## src/logic/stap_pkg.sv

```systemverilog
`default_nettype none

package stap_pkg;

    // TAP controller states, standard 1149.1 encoding
    typedef enum logic [3:0] {
        ST_EXIT2_DR   = 4'h0,
        ST_EXIT1_DR   = 4'h1,
        ST_SHIFT_DR   = 4'h2,
        ST_PAUSE_DR   = 4'h3,
        ST_SELECT_IR  = 4'h4,
        ST_UPDATE_DR  = 4'h5,
        ST_CAPTURE_DR = 4'h6,
        ST_SELECT_DR  = 4'h7,
        ST_EXIT2_IR   = 4'h8,
        ST_EXIT1_IR   = 4'h9,
        ST_SHIFT_IR   = 4'hA,
        ST_PAUSE_IR   = 4'hB,
        ST_RTI        = 4'hC,
        ST_UPDATE_IR  = 4'hD,
        ST_CAPTURE_IR = 4'hE,
        ST_TLR        = 4'hF
    } stap_state_e;

    localparam int STAP_IR_WIDTH  = 8;
    localparam int STAP_TDR_WIDTH = 32;
    localparam int STAP_TDR_COUNT = 2;

    // Public opcodes
    localparam logic [STAP_IR_WIDTH-1:0] STAP_OPC_IDCODE = 8'h0C;
    localparam logic [STAP_IR_WIDTH-1:0] STAP_OPC_BYPASS = 8'hFF;
    // Fixed IR capture pattern, LSBs 01 per 1149.1
    localparam logic [STAP_IR_WIDTH-1:0] STAP_IR_CAPTURE = 8'h01;

    //------------------------------------------------------------
    // Instruction word, two decodings of the same 8 bits
    //------------------------------------------------------------
    typedef struct packed {
        logic       kind;
        logic [6:0] opcode;
    } stap_ir_public_t;

    // Kind 1, level needed plus register index
    typedef struct packed {
        logic       kind;
        logic [2:0] level;
        logic [3:0] index;
    } stap_ir_remote_t;

    typedef union packed {
        stap_ir_public_t public_view;
        stap_ir_remote_t remote_view;
    } stap_ir_u;

    // Per-state strobes from the controller
    typedef struct packed {
        logic test_logic_reset;
        logic capture_ir;
        logic shift_ir;
        logic update_ir;
        logic capture_dr;
        logic shift_dr;
        logic update_dr;
    } stap_ctrl_t;

    // Data register currently in the scan path
    typedef enum logic [1:0] {
        SEL_BYPASS = 2'd0,
        SEL_IDCODE = 2'd1,
        SEL_TDR0   = 2'd2,
        SEL_TDR1   = 2'd3
    } stap_sel_e;

endpackage

`default_nettype wire

```

## src/logic/stap_security_pkg.sv

```systemverilog
`default_nettype none

package stap_security_pkg;

    // Policy codes from the security fuse controller
    typedef enum logic [3:0] {
        POLICY_LOCKED        = 4'h0,
        POLICY_RED           = 4'h2,
        POLICY_FUNCTIONALITY = 4'h4,
        POLICY_OEM_UNLOCKED  = 4'h5
    } stap_policy_e;

    // Full access while still in early boot
    localparam logic [2:0] STAP_LEVEL_MAX = 3'd7;

    //------------------------------------------------------------
    // Policy to access level table
    //------------------------------------------------------------
    function automatic logic [2:0] policy_level(stap_policy_e policy);
        case (policy)
            POLICY_LOCKED:        return 3'd0;
            POLICY_FUNCTIONALITY: return 3'd2;
            POLICY_OEM_UNLOCKED:  return 3'd5;
            POLICY_RED:           return 3'd7;
            // Unknown codes fall back to locked
            default:              return 3'd0;
        endcase
    endfunction

endpackage

`default_nettype wire

```

## src/logic/stap_fsm.sv

```systemverilog
`default_nettype none
`timescale 1ns/1ps

module stap_fsm (
    input  wire                     tck,
    input  wire                     rst_n,
    input  logic                    tms,
    output stap_pkg::stap_state_e   state,
    output stap_pkg::stap_ctrl_t    ctrl
);

    stap_pkg::stap_state_e next_state;

    //------------------------------------------------------------
    // State register
    //------------------------------------------------------------
    always_ff @(posedge tck) begin
        if (!rst_n) begin
            state <= stap_pkg::ST_TLR;
        end else begin
            state <= next_state;
        end
    end

    // Standard transition table, tms sampled on every rising edge
    always_comb begin
        next_state = state;
        case (state)
            stap_pkg::ST_TLR:        next_state = tms ? stap_pkg::ST_TLR : stap_pkg::ST_RTI;
            stap_pkg::ST_RTI:        next_state = tms ? stap_pkg::ST_SELECT_DR : stap_pkg::ST_RTI;
            // Data column
            stap_pkg::ST_SELECT_DR:  next_state = tms ? stap_pkg::ST_SELECT_IR
                                                      : stap_pkg::ST_CAPTURE_DR;
            stap_pkg::ST_CAPTURE_DR: next_state = tms ? stap_pkg::ST_EXIT1_DR : stap_pkg::ST_SHIFT_DR;
            stap_pkg::ST_SHIFT_DR:   next_state = tms ? stap_pkg::ST_EXIT1_DR : stap_pkg::ST_SHIFT_DR;
            stap_pkg::ST_EXIT1_DR:   next_state = tms ? stap_pkg::ST_UPDATE_DR : stap_pkg::ST_PAUSE_DR;
            stap_pkg::ST_PAUSE_DR:   next_state = tms ? stap_pkg::ST_EXIT2_DR : stap_pkg::ST_PAUSE_DR;
            stap_pkg::ST_EXIT2_DR:   next_state = tms ? stap_pkg::ST_UPDATE_DR : stap_pkg::ST_SHIFT_DR;
            stap_pkg::ST_UPDATE_DR:  next_state = tms ? stap_pkg::ST_SELECT_DR : stap_pkg::ST_RTI;
            // Instruction column
            stap_pkg::ST_SELECT_IR:  next_state = tms ? stap_pkg::ST_TLR : stap_pkg::ST_CAPTURE_IR;
            stap_pkg::ST_CAPTURE_IR: next_state = tms ? stap_pkg::ST_EXIT1_IR : stap_pkg::ST_SHIFT_IR;
            stap_pkg::ST_SHIFT_IR:   next_state = tms ? stap_pkg::ST_EXIT1_IR : stap_pkg::ST_SHIFT_IR;
            stap_pkg::ST_EXIT1_IR:   next_state = tms ? stap_pkg::ST_UPDATE_IR : stap_pkg::ST_PAUSE_IR;
            stap_pkg::ST_PAUSE_IR:   next_state = tms ? stap_pkg::ST_EXIT2_IR : stap_pkg::ST_PAUSE_IR;
            stap_pkg::ST_EXIT2_IR:   next_state = tms ? stap_pkg::ST_UPDATE_IR : stap_pkg::ST_SHIFT_IR;
            stap_pkg::ST_UPDATE_IR:  next_state = tms ? stap_pkg::ST_SELECT_DR : stap_pkg::ST_RTI;
            default:                 next_state = stap_pkg::ST_TLR;
        endcase
    end

    //------------------------------------------------------------
    // Strobes follow the current state
    //------------------------------------------------------------
    always_comb begin
        // Held in reset counts as Test-Logic-Reset
        ctrl.test_logic_reset = !rst_n || (state == stap_pkg::ST_TLR);
        ctrl.capture_ir       = (state == stap_pkg::ST_CAPTURE_IR);
        ctrl.shift_ir         = (state == stap_pkg::ST_SHIFT_IR);
        ctrl.update_ir        = (state == stap_pkg::ST_UPDATE_IR);
        ctrl.capture_dr       = (state == stap_pkg::ST_CAPTURE_DR);
        ctrl.shift_dr         = (state == stap_pkg::ST_SHIFT_DR);
        ctrl.update_dr        = (state == stap_pkg::ST_UPDATE_DR);
    end

endmodule

`default_nettype wire

```

## src/logic/stap_ir_decode.sv

```systemverilog
`default_nettype none
`timescale 1ns/1ps

module stap_ir_decode (
    input  wire                                 tck,
    input  wire                                 rst_n,
    input  logic                                tdi,
    input  stap_pkg::stap_ctrl_t                ctrl,
    input  stap_security_pkg::stap_policy_e     secure_policy,
    input  logic                                policy_update,
    input  logic                                earlyboot_exit,
    output stap_pkg::stap_sel_e                 sel,
    output logic                                ir_tdo
);

    logic [stap_pkg::STAP_IR_WIDTH-1:0] ir_shift;
    stap_pkg::stap_ir_u                 ir_upd;
    stap_security_pkg::stap_policy_e    policy_q;
    logic [2:0]                         eff_level;

    //------------------------------------------------------------
    // IR shift stage
    //------------------------------------------------------------
    always_ff @(posedge tck) begin
        if (ctrl.capture_ir) begin
            ir_shift <= stap_pkg::STAP_IR_CAPTURE;
        end else if (ctrl.shift_ir) begin
            // tdi enters at the MSB, LSB leaves first
            ir_shift <= {tdi, ir_shift[stap_pkg::STAP_IR_WIDTH-1:1]};
        end
    end

    assign ir_tdo = ir_shift[0];

    // Update stage, IDCODE on reset and in Test-Logic-Reset
    always_ff @(posedge tck) begin
        if (!rst_n || ctrl.test_logic_reset) begin
            ir_upd <= stap_pkg::STAP_OPC_IDCODE;
        end else if (ctrl.update_ir) begin
            ir_upd <= ir_shift;
        end
    end

    //------------------------------------------------------------
    // Security policy latch
    //------------------------------------------------------------
    always_ff @(posedge tck) begin
        if (!rst_n) begin
            policy_q <= stap_security_pkg::POLICY_LOCKED;
        end else if (policy_update) begin
            policy_q <= secure_policy;
        end
    end

    // Early boot grants everything
    assign eff_level = earlyboot_exit ? stap_security_pkg::policy_level(policy_q)
                                      : stap_security_pkg::STAP_LEVEL_MAX;

    // Decode, re-evaluated each cycle so a policy change is seen at once
    always_comb begin
        sel = stap_pkg::SEL_BYPASS;
        if (ir_upd.remote_view.kind) begin
            // Remote view, index must exist and level must be granted
            // BYPASS opcode carries index 15 and falls through to bypass
            if ((int'(ir_upd.remote_view.index) < stap_pkg::STAP_TDR_COUNT) &&
                (ir_upd.remote_view.level <= eff_level)) begin
                sel = ir_upd.remote_view.index[0] ? stap_pkg::SEL_TDR1 : stap_pkg::SEL_TDR0;
            end
        end else if (ir_upd.public_view.opcode == stap_pkg::STAP_OPC_IDCODE[6:0]) begin
            sel = stap_pkg::SEL_IDCODE;
        end
        // Other public opcodes stay on bypass
    end

endmodule

`default_nettype wire

```

## src/logic/stap_tdr_bank.sv

```systemverilog
`default_nettype none
`timescale 1ns/1ps

module stap_tdr_bank (
    input  wire                     tck,
    input  wire                     rst_n,
    input  logic                    tdi,
    input  stap_pkg::stap_ctrl_t    ctrl,
    input  stap_pkg::stap_sel_e     sel,
    input  logic [stap_pkg::STAP_TDR_WIDTH-1:0] slvidcode,
    input  logic [stap_pkg::STAP_TDR_COUNT*stap_pkg::STAP_TDR_WIDTH-1:0] tdr_data_in,
    output logic [stap_pkg::STAP_TDR_COUNT*stap_pkg::STAP_TDR_WIDTH-1:0] tdr_data_out,
    output logic                    dr_tdo
);

    // Parallel ports viewed as word arrays
    logic [stap_pkg::STAP_TDR_COUNT-1:0][stap_pkg::STAP_TDR_WIDTH-1:0] data_in_w;
    logic [stap_pkg::STAP_TDR_COUNT-1:0][stap_pkg::STAP_TDR_WIDTH-1:0] data_out_q;

    logic [stap_pkg::STAP_TDR_WIDTH-1:0] dr_shift;
    logic [stap_pkg::STAP_TDR_WIDTH-1:0] cap_val;
    logic                                bypass_q;
    logic                                tdr_hit;
    logic                                tdr_idx;

    assign data_in_w    = tdr_data_in;
    assign tdr_data_out = data_out_q;

    // Remote selections, low sel bit names the word
    assign tdr_hit = (sel == stap_pkg::SEL_TDR0) || (sel == stap_pkg::SEL_TDR1);
    assign tdr_idx = sel[0];

    //------------------------------------------------------------
    // Capture value for the selected path
    //------------------------------------------------------------
    always_comb begin
        if (tdr_hit) begin
            cap_val = data_in_w[tdr_idx];
        end else if (sel == stap_pkg::SEL_IDCODE) begin
            // IDCODE LSB is always 1
            cap_val = {slvidcode[stap_pkg::STAP_TDR_WIDTH-1:1], 1'b1};
        end else begin
            cap_val = '0;
        end
    end

    // Shared 32-bit shift path for IDCODE and both TDRs
    always_ff @(posedge tck) begin
        if (ctrl.capture_dr) begin
            dr_shift <= cap_val;
        end else if (ctrl.shift_dr) begin
            dr_shift <= {tdi, dr_shift[stap_pkg::STAP_TDR_WIDTH-1:1]};
        end
    end

    // One-bit bypass stage
    always_ff @(posedge tck) begin
        if (ctrl.capture_dr) begin
            bypass_q <= 1'b0;
        end else if (ctrl.shift_dr) begin
            bypass_q <= tdi;
        end
    end

    assign dr_tdo = (sel == stap_pkg::SEL_BYPASS) ? bypass_q : dr_shift[0];

    //------------------------------------------------------------
    // Update registers, one per remote word
    //------------------------------------------------------------
    for (genvar n = 0; n < stap_pkg::STAP_TDR_COUNT; n++) begin : g_tdr
        always_ff @(posedge tck) begin
            if (!rst_n) begin
                data_out_q[n] <= '0;
            end else if (ctrl.update_dr && tdr_hit && (int'(tdr_idx) == n)) begin
                // Only the addressed word moves
                data_out_q[n] <= dr_shift;
            end
        end
    end

endmodule

`default_nettype wire

```

## src/logic/stap_tdo_mux.sv

```systemverilog
`default_nettype none
`timescale 1ns/1ps

module stap_tdo_mux (
    input  stap_pkg::stap_state_e   state,
    input  logic                    ir_tdo,
    input  logic                    dr_tdo,
    output logic                    tdo,
    output logic                    tdo_en
);

    //------------------------------------------------------------
    // Serial output select
    //------------------------------------------------------------
    always_comb begin
        case (state)
            stap_pkg::ST_SHIFT_IR: begin
                // IR path
                tdo    = ir_tdo;
                tdo_en = 1'b1;
            end
            stap_pkg::ST_SHIFT_DR: begin
                // Selected data register path
                tdo    = dr_tdo;
                tdo_en = 1'b1;
            end
            default: begin
                // Quiet outside shift states
                tdo    = 1'b0;
                tdo_en = 1'b0;
            end
        endcase
    end

endmodule

`default_nettype wire

```

## src/logic/stap_top.sv

```systemverilog
`default_nettype none
`timescale 1ns/1ps

module stap_top (
    input  wire                                 tck,
    input  wire                                 rst_n,
    input  logic                                tms,
    input  logic                                tdi,
    input  logic [31:0]                         slvidcode,
    input  stap_security_pkg::stap_policy_e     secure_policy,
    input  logic                                policy_update,
    input  logic                                earlyboot_exit,
    input  logic [63:0]                         tdr_data_in,
    output logic                                tdo,
    output logic                                tdo_en,
    output logic [63:0]                         tdr_data_out
);

    stap_pkg::stap_state_e  state;
    stap_pkg::stap_ctrl_t   ctrl;
    stap_pkg::stap_sel_e    sel;
    logic                   ir_tdo;
    logic                   dr_tdo;

    //------------------------------------------------------------
    // Controller and instruction decode
    //------------------------------------------------------------
    stap_fsm i_stap_fsm (
        .tck   (tck),
        .rst_n (rst_n),
        .tms   (tms),
        .state (state),
        .ctrl  (ctrl)
    );

    stap_ir_decode i_stap_ir_decode (
        .tck            (tck),
        .rst_n          (rst_n),
        .tdi            (tdi),
        .ctrl           (ctrl),
        .secure_policy  (secure_policy),
        .policy_update  (policy_update),
        .earlyboot_exit (earlyboot_exit),
        .sel            (sel),
        .ir_tdo         (ir_tdo)
    );

    // Data registers and serial output
    stap_tdr_bank i_stap_tdr_bank (
        .tck          (tck),
        .rst_n        (rst_n),
        .tdi          (tdi),
        .ctrl         (ctrl),
        .sel          (sel),
        .slvidcode    (slvidcode),
        .tdr_data_in  (tdr_data_in),
        .tdr_data_out (tdr_data_out),
        .dr_tdo       (dr_tdo)
    );

    stap_tdo_mux i_stap_tdo_mux (
        .state  (state),
        .ir_tdo (ir_tdo),
        .dr_tdo (dr_tdo),
        .tdo    (tdo),
        .tdo_en (tdo_en)
    );

endmodule

`default_nettype wire

```

## config.mk

```make
export PLATFORM = sky130hd
export DESIGN_NAME = stap_top
export DESIGN_NICKNAME = d
export VERILOG_FILES = /design/src/logic/stap_pkg.sv /design/src/logic/stap_security_pkg.sv /design/src/logic/stap_fsm.sv /design/src/logic/stap_ir_decode.sv /design/src/logic/stap_tdr_bank.sv /design/src/logic/stap_tdo_mux.sv /design/src/logic/stap_top.sv
export SDC_FILE = /design/constraint.sdc
export NUM_CORES = 1
export LEC_CHECK = 0
export BUFFER_PORTS_ARGS = -buffer_cell sky130_fd_sc_hd__buf_2
export CAP_MARGIN = 20
export CORE_ASPECT_RATIO = 0.8
export CORE_MARGIN = 1.5
export CORE_UTILIZATION = 55
export DETAILED_ROUTE_END_ITERATION = 7
export PLACE_DENSITY = 0.82
export SKIP_CTS_REPAIR_TIMING = 1
export SLEW_MARGIN = 20
export SYNTH_ARGS = -nofsm -noshare
export SYNTH_HDL_FRONTEND = slang
export SYNTH_SLANG_ARGS = --single-unit
```

## constraint.sdc

```tcl
create_clock -name tck -period 3.85 [get_ports tck]
set_input_delay 0.1925 -clock tck [delete_from_list [all_inputs] [get_ports tck]]
set_output_delay 0.1925 -clock tck [all_outputs]
set_load 0.05 [all_outputs]
```

==> results.cfg <==
[outcome]
status = finished clean

[sta]
worst_slew_pin_slew_ns = 1.00
timing.final.crit_period_ns = 3.48
rsz0062_at_grt = no
setup_tns_ns = 0
fin_skew_ns = 0.00866
final_max_slew_viol_count = 0
setup_violations = 0
period_share = 0.905
fmax_mhz = 287
hold_viol = 0
max_slew_margin = 0.330

[clocking]
tritoncts = yes
clock_latency_ns = 0.41
clockBufferDepth = 2
clock-root-buffer = clkbuf_16
cts_buffers = 17
cts.clk_slew.worst_paths_ns = 0.05
clock_sinks = 121
htree_levels = 4

[critical_path]
startpoint_type = flip-flop
worstReg2RegEnd = i_stap_tdr_bank.dr_shift[13]
r2r_slack_ns = 0.58
crit_type = reg2out
cp.arrival_ns = 3.29
worstPathRequired_ns = 3.66
crit_fanout = 5
endpoint_kind = output pin
rr_worst_depth = 11
reg2reg_from = i_stap_ir_decode.policy_q[1]

[routing]
initialDrtViolationCount = 537
drt-total-wl_um = 16100
vias = 5537
vias_per_cell = 5.85
ant_nets = 0
first_pass_iters = 6
routedWlPerCell_um = 17.0
drc_errors = 0

[synthesis]
yosys-top-cells-area = dfxtp_1, edfxtp_1, nand2_1
synth.avg_cell_area_sq_um = 8.52
synth_nets = 759
yosys.area.top_type = dfxtp_1
synth_flop_cell = dfxtp_1
ys_seq_elements = 121
synth_cell_types = 36
synth_top_area_frac = 0.322
ys_seq_area_frac = 0.495
netlist_area_sq_um = 5540
yosys_warnings = 0
synth-edff-count = 32
syn_inst = 650
async_reset_ff_frac = 0

[floorplanning]
pin_count = 172
rows = 32
die_w_um = 115
die_area_sq_um = 10700
start_util = 0.569
core-area_sq_um = 9730
die_y_um = 92.7

[layout]
layout_common_cells = buf_2, nand2_1, dfxtp_1
diodes = 0
mostFrequentLayoutCell = buf_2
area_growth_pct = 27.6
drive_gt1_frac = 0.274
nets = 907
nFillCells = 757
utilization = 0.726

[grt]
grt_max_degree = 65
grt-ovfl-total = 0
grt_pass1_wl_um = 25300
grt_pass1_vias = 5277
antenna_found_initial = 0
grt_util_all_layers = 0.307

[placement]
hpwlAfterDp_um = 11000
place.gp.congestion = 0.937
port_buffers = 170

[power]
ir_drop_mv = 0.334
leakage_uw = 0.00287
power.density_nw_per_um2 = 456

[hold_path]
min_path_type = in2reg
min_from = secure_policy[2]
whs_path_depth = 3
min_to = i_stap_ir_decode.policy_q[2]

[flow_run]
cap_violations = 0
## per-layer routing
| layer | up-vias | track usage | wire length (um) |
|---|---|---|---|
| met3 | 46 | 0.0890 | 1830 |
| met1 | 2541 | 0.381 | 6340 |
| met2 | 347 | 0.497 | 7570 |
| li1 | 2603 | - | - |
| met5 | - | 0 | 0 |
| met4 | 0 | 0.137 | 385 |
## sequential cells by signal (all words and copies together) (netlist names)
register	flops
i_stap_ir_decode.ir_shift	8
i_stap_fsm.state	4
i_stap_tdr_bank.dr_shift	32
i_stap_ir_decode.policy_q	4
i_stap_tdr_bank.bypass_q	1
i_stap_ir_decode.ir_upd	8
i_stap_tdr_bank.tdr_data_out	64
## worst max-delay path, stage by stage (launching register included)
cell and delay [ns]:
dfxtp_1 0.38, nor3b_1 0.21, a21oi_1 0.06, o21ai_0 0.24, inv_1 0.09, ha_1 0.33, and3_1 0.19, a21oi_1 0.53
nor2_2 0.12, o31a_1 0.27, a21oi_1 0.18, buf_2 0.29
## synthesized netlist by cell type (3+ instances only)
library cell	instances
nand2_1	159
dfxtp_1	89
nand3_1	66
clkbuf_1	43
nor2_1	40
o21ai_1	33
a21boi_1	32
edfxtp_1	32
o211ai_1	32
o221ai_1	31
o21ai_0	15
a21oi_1	12
buf_2	10
nand2b_1	8
nand3b_1	6
nor2b_1	6
inv_1	5
mux2i_1	5
ha_1	3
nor3b_1	3
## cell families after synthesis
group,synth area share
xor gates and xnor gates,0.00158
buffers and inverters,0.0429
DFF,0.495
muxes,0.0111
and+or+nand+nor,0.242
adders and majority gates,0.00678
AOI/OAI and AO/OA,0.201
## report_power, final
| group | switching, uW | internal (uW) | leakage [uW] | total (uW) |
|---|---|---|---|---|
| combinational | 220 | 129 | 0.00157 | 349 |
| sequential | 36.7 | 1340 | 0.00101 | 1370 |
| clock | 540 | 963 | 0.000290 | 1500 |
## per-stage QoR
step                area, sq um  std cells  power [uW]  hold slack, ns  setup WS [ns]
detailed placement         6490        915        1740           0.439          0.682
global route               7070        947        3330          0.0654         0.0758
finish                     7070        947        3220          0.0452          0.367
floorplan                  5540        650        1590           0.316          0.747
CTS                        7070        947        3220          0.0438          0.347
global placement           6490        915        1730           0.434          0.757
## cell type report
class,instances,area (sq um),share of cell area
well taps,136,170,0.0241
multi-input cells,469,2590,0.367
inverters,5,18.8,0.00266
clock inverters,6,31.3,0.00443
clock buffers,26,542,0.0767
repair buffers,184,968,0.137
flip-flops and latches,121,2740,0.388
## worst max-delay path by stage
stage / from / to
after detailed placement: i_stap_ir_decode.policy_q[1] / i_stap_tdr_bank.dr_shift[21]
after global routing: i_stap_ir_decode.policy_q[1] / tdo
after global placement: i_stap_ir_decode.policy_q[1] / i_stap_tdr_bank.dr_shift[19]
after CTS: i_stap_ir_decode.policy_q[1] / tdo
final: i_stap_ir_decode.policy_q[1] / tdo
after floorplan: i_stap_ir_decode.policy_q[1] / tdo
No activity file was read; power rests on OpenSTA's default activity.
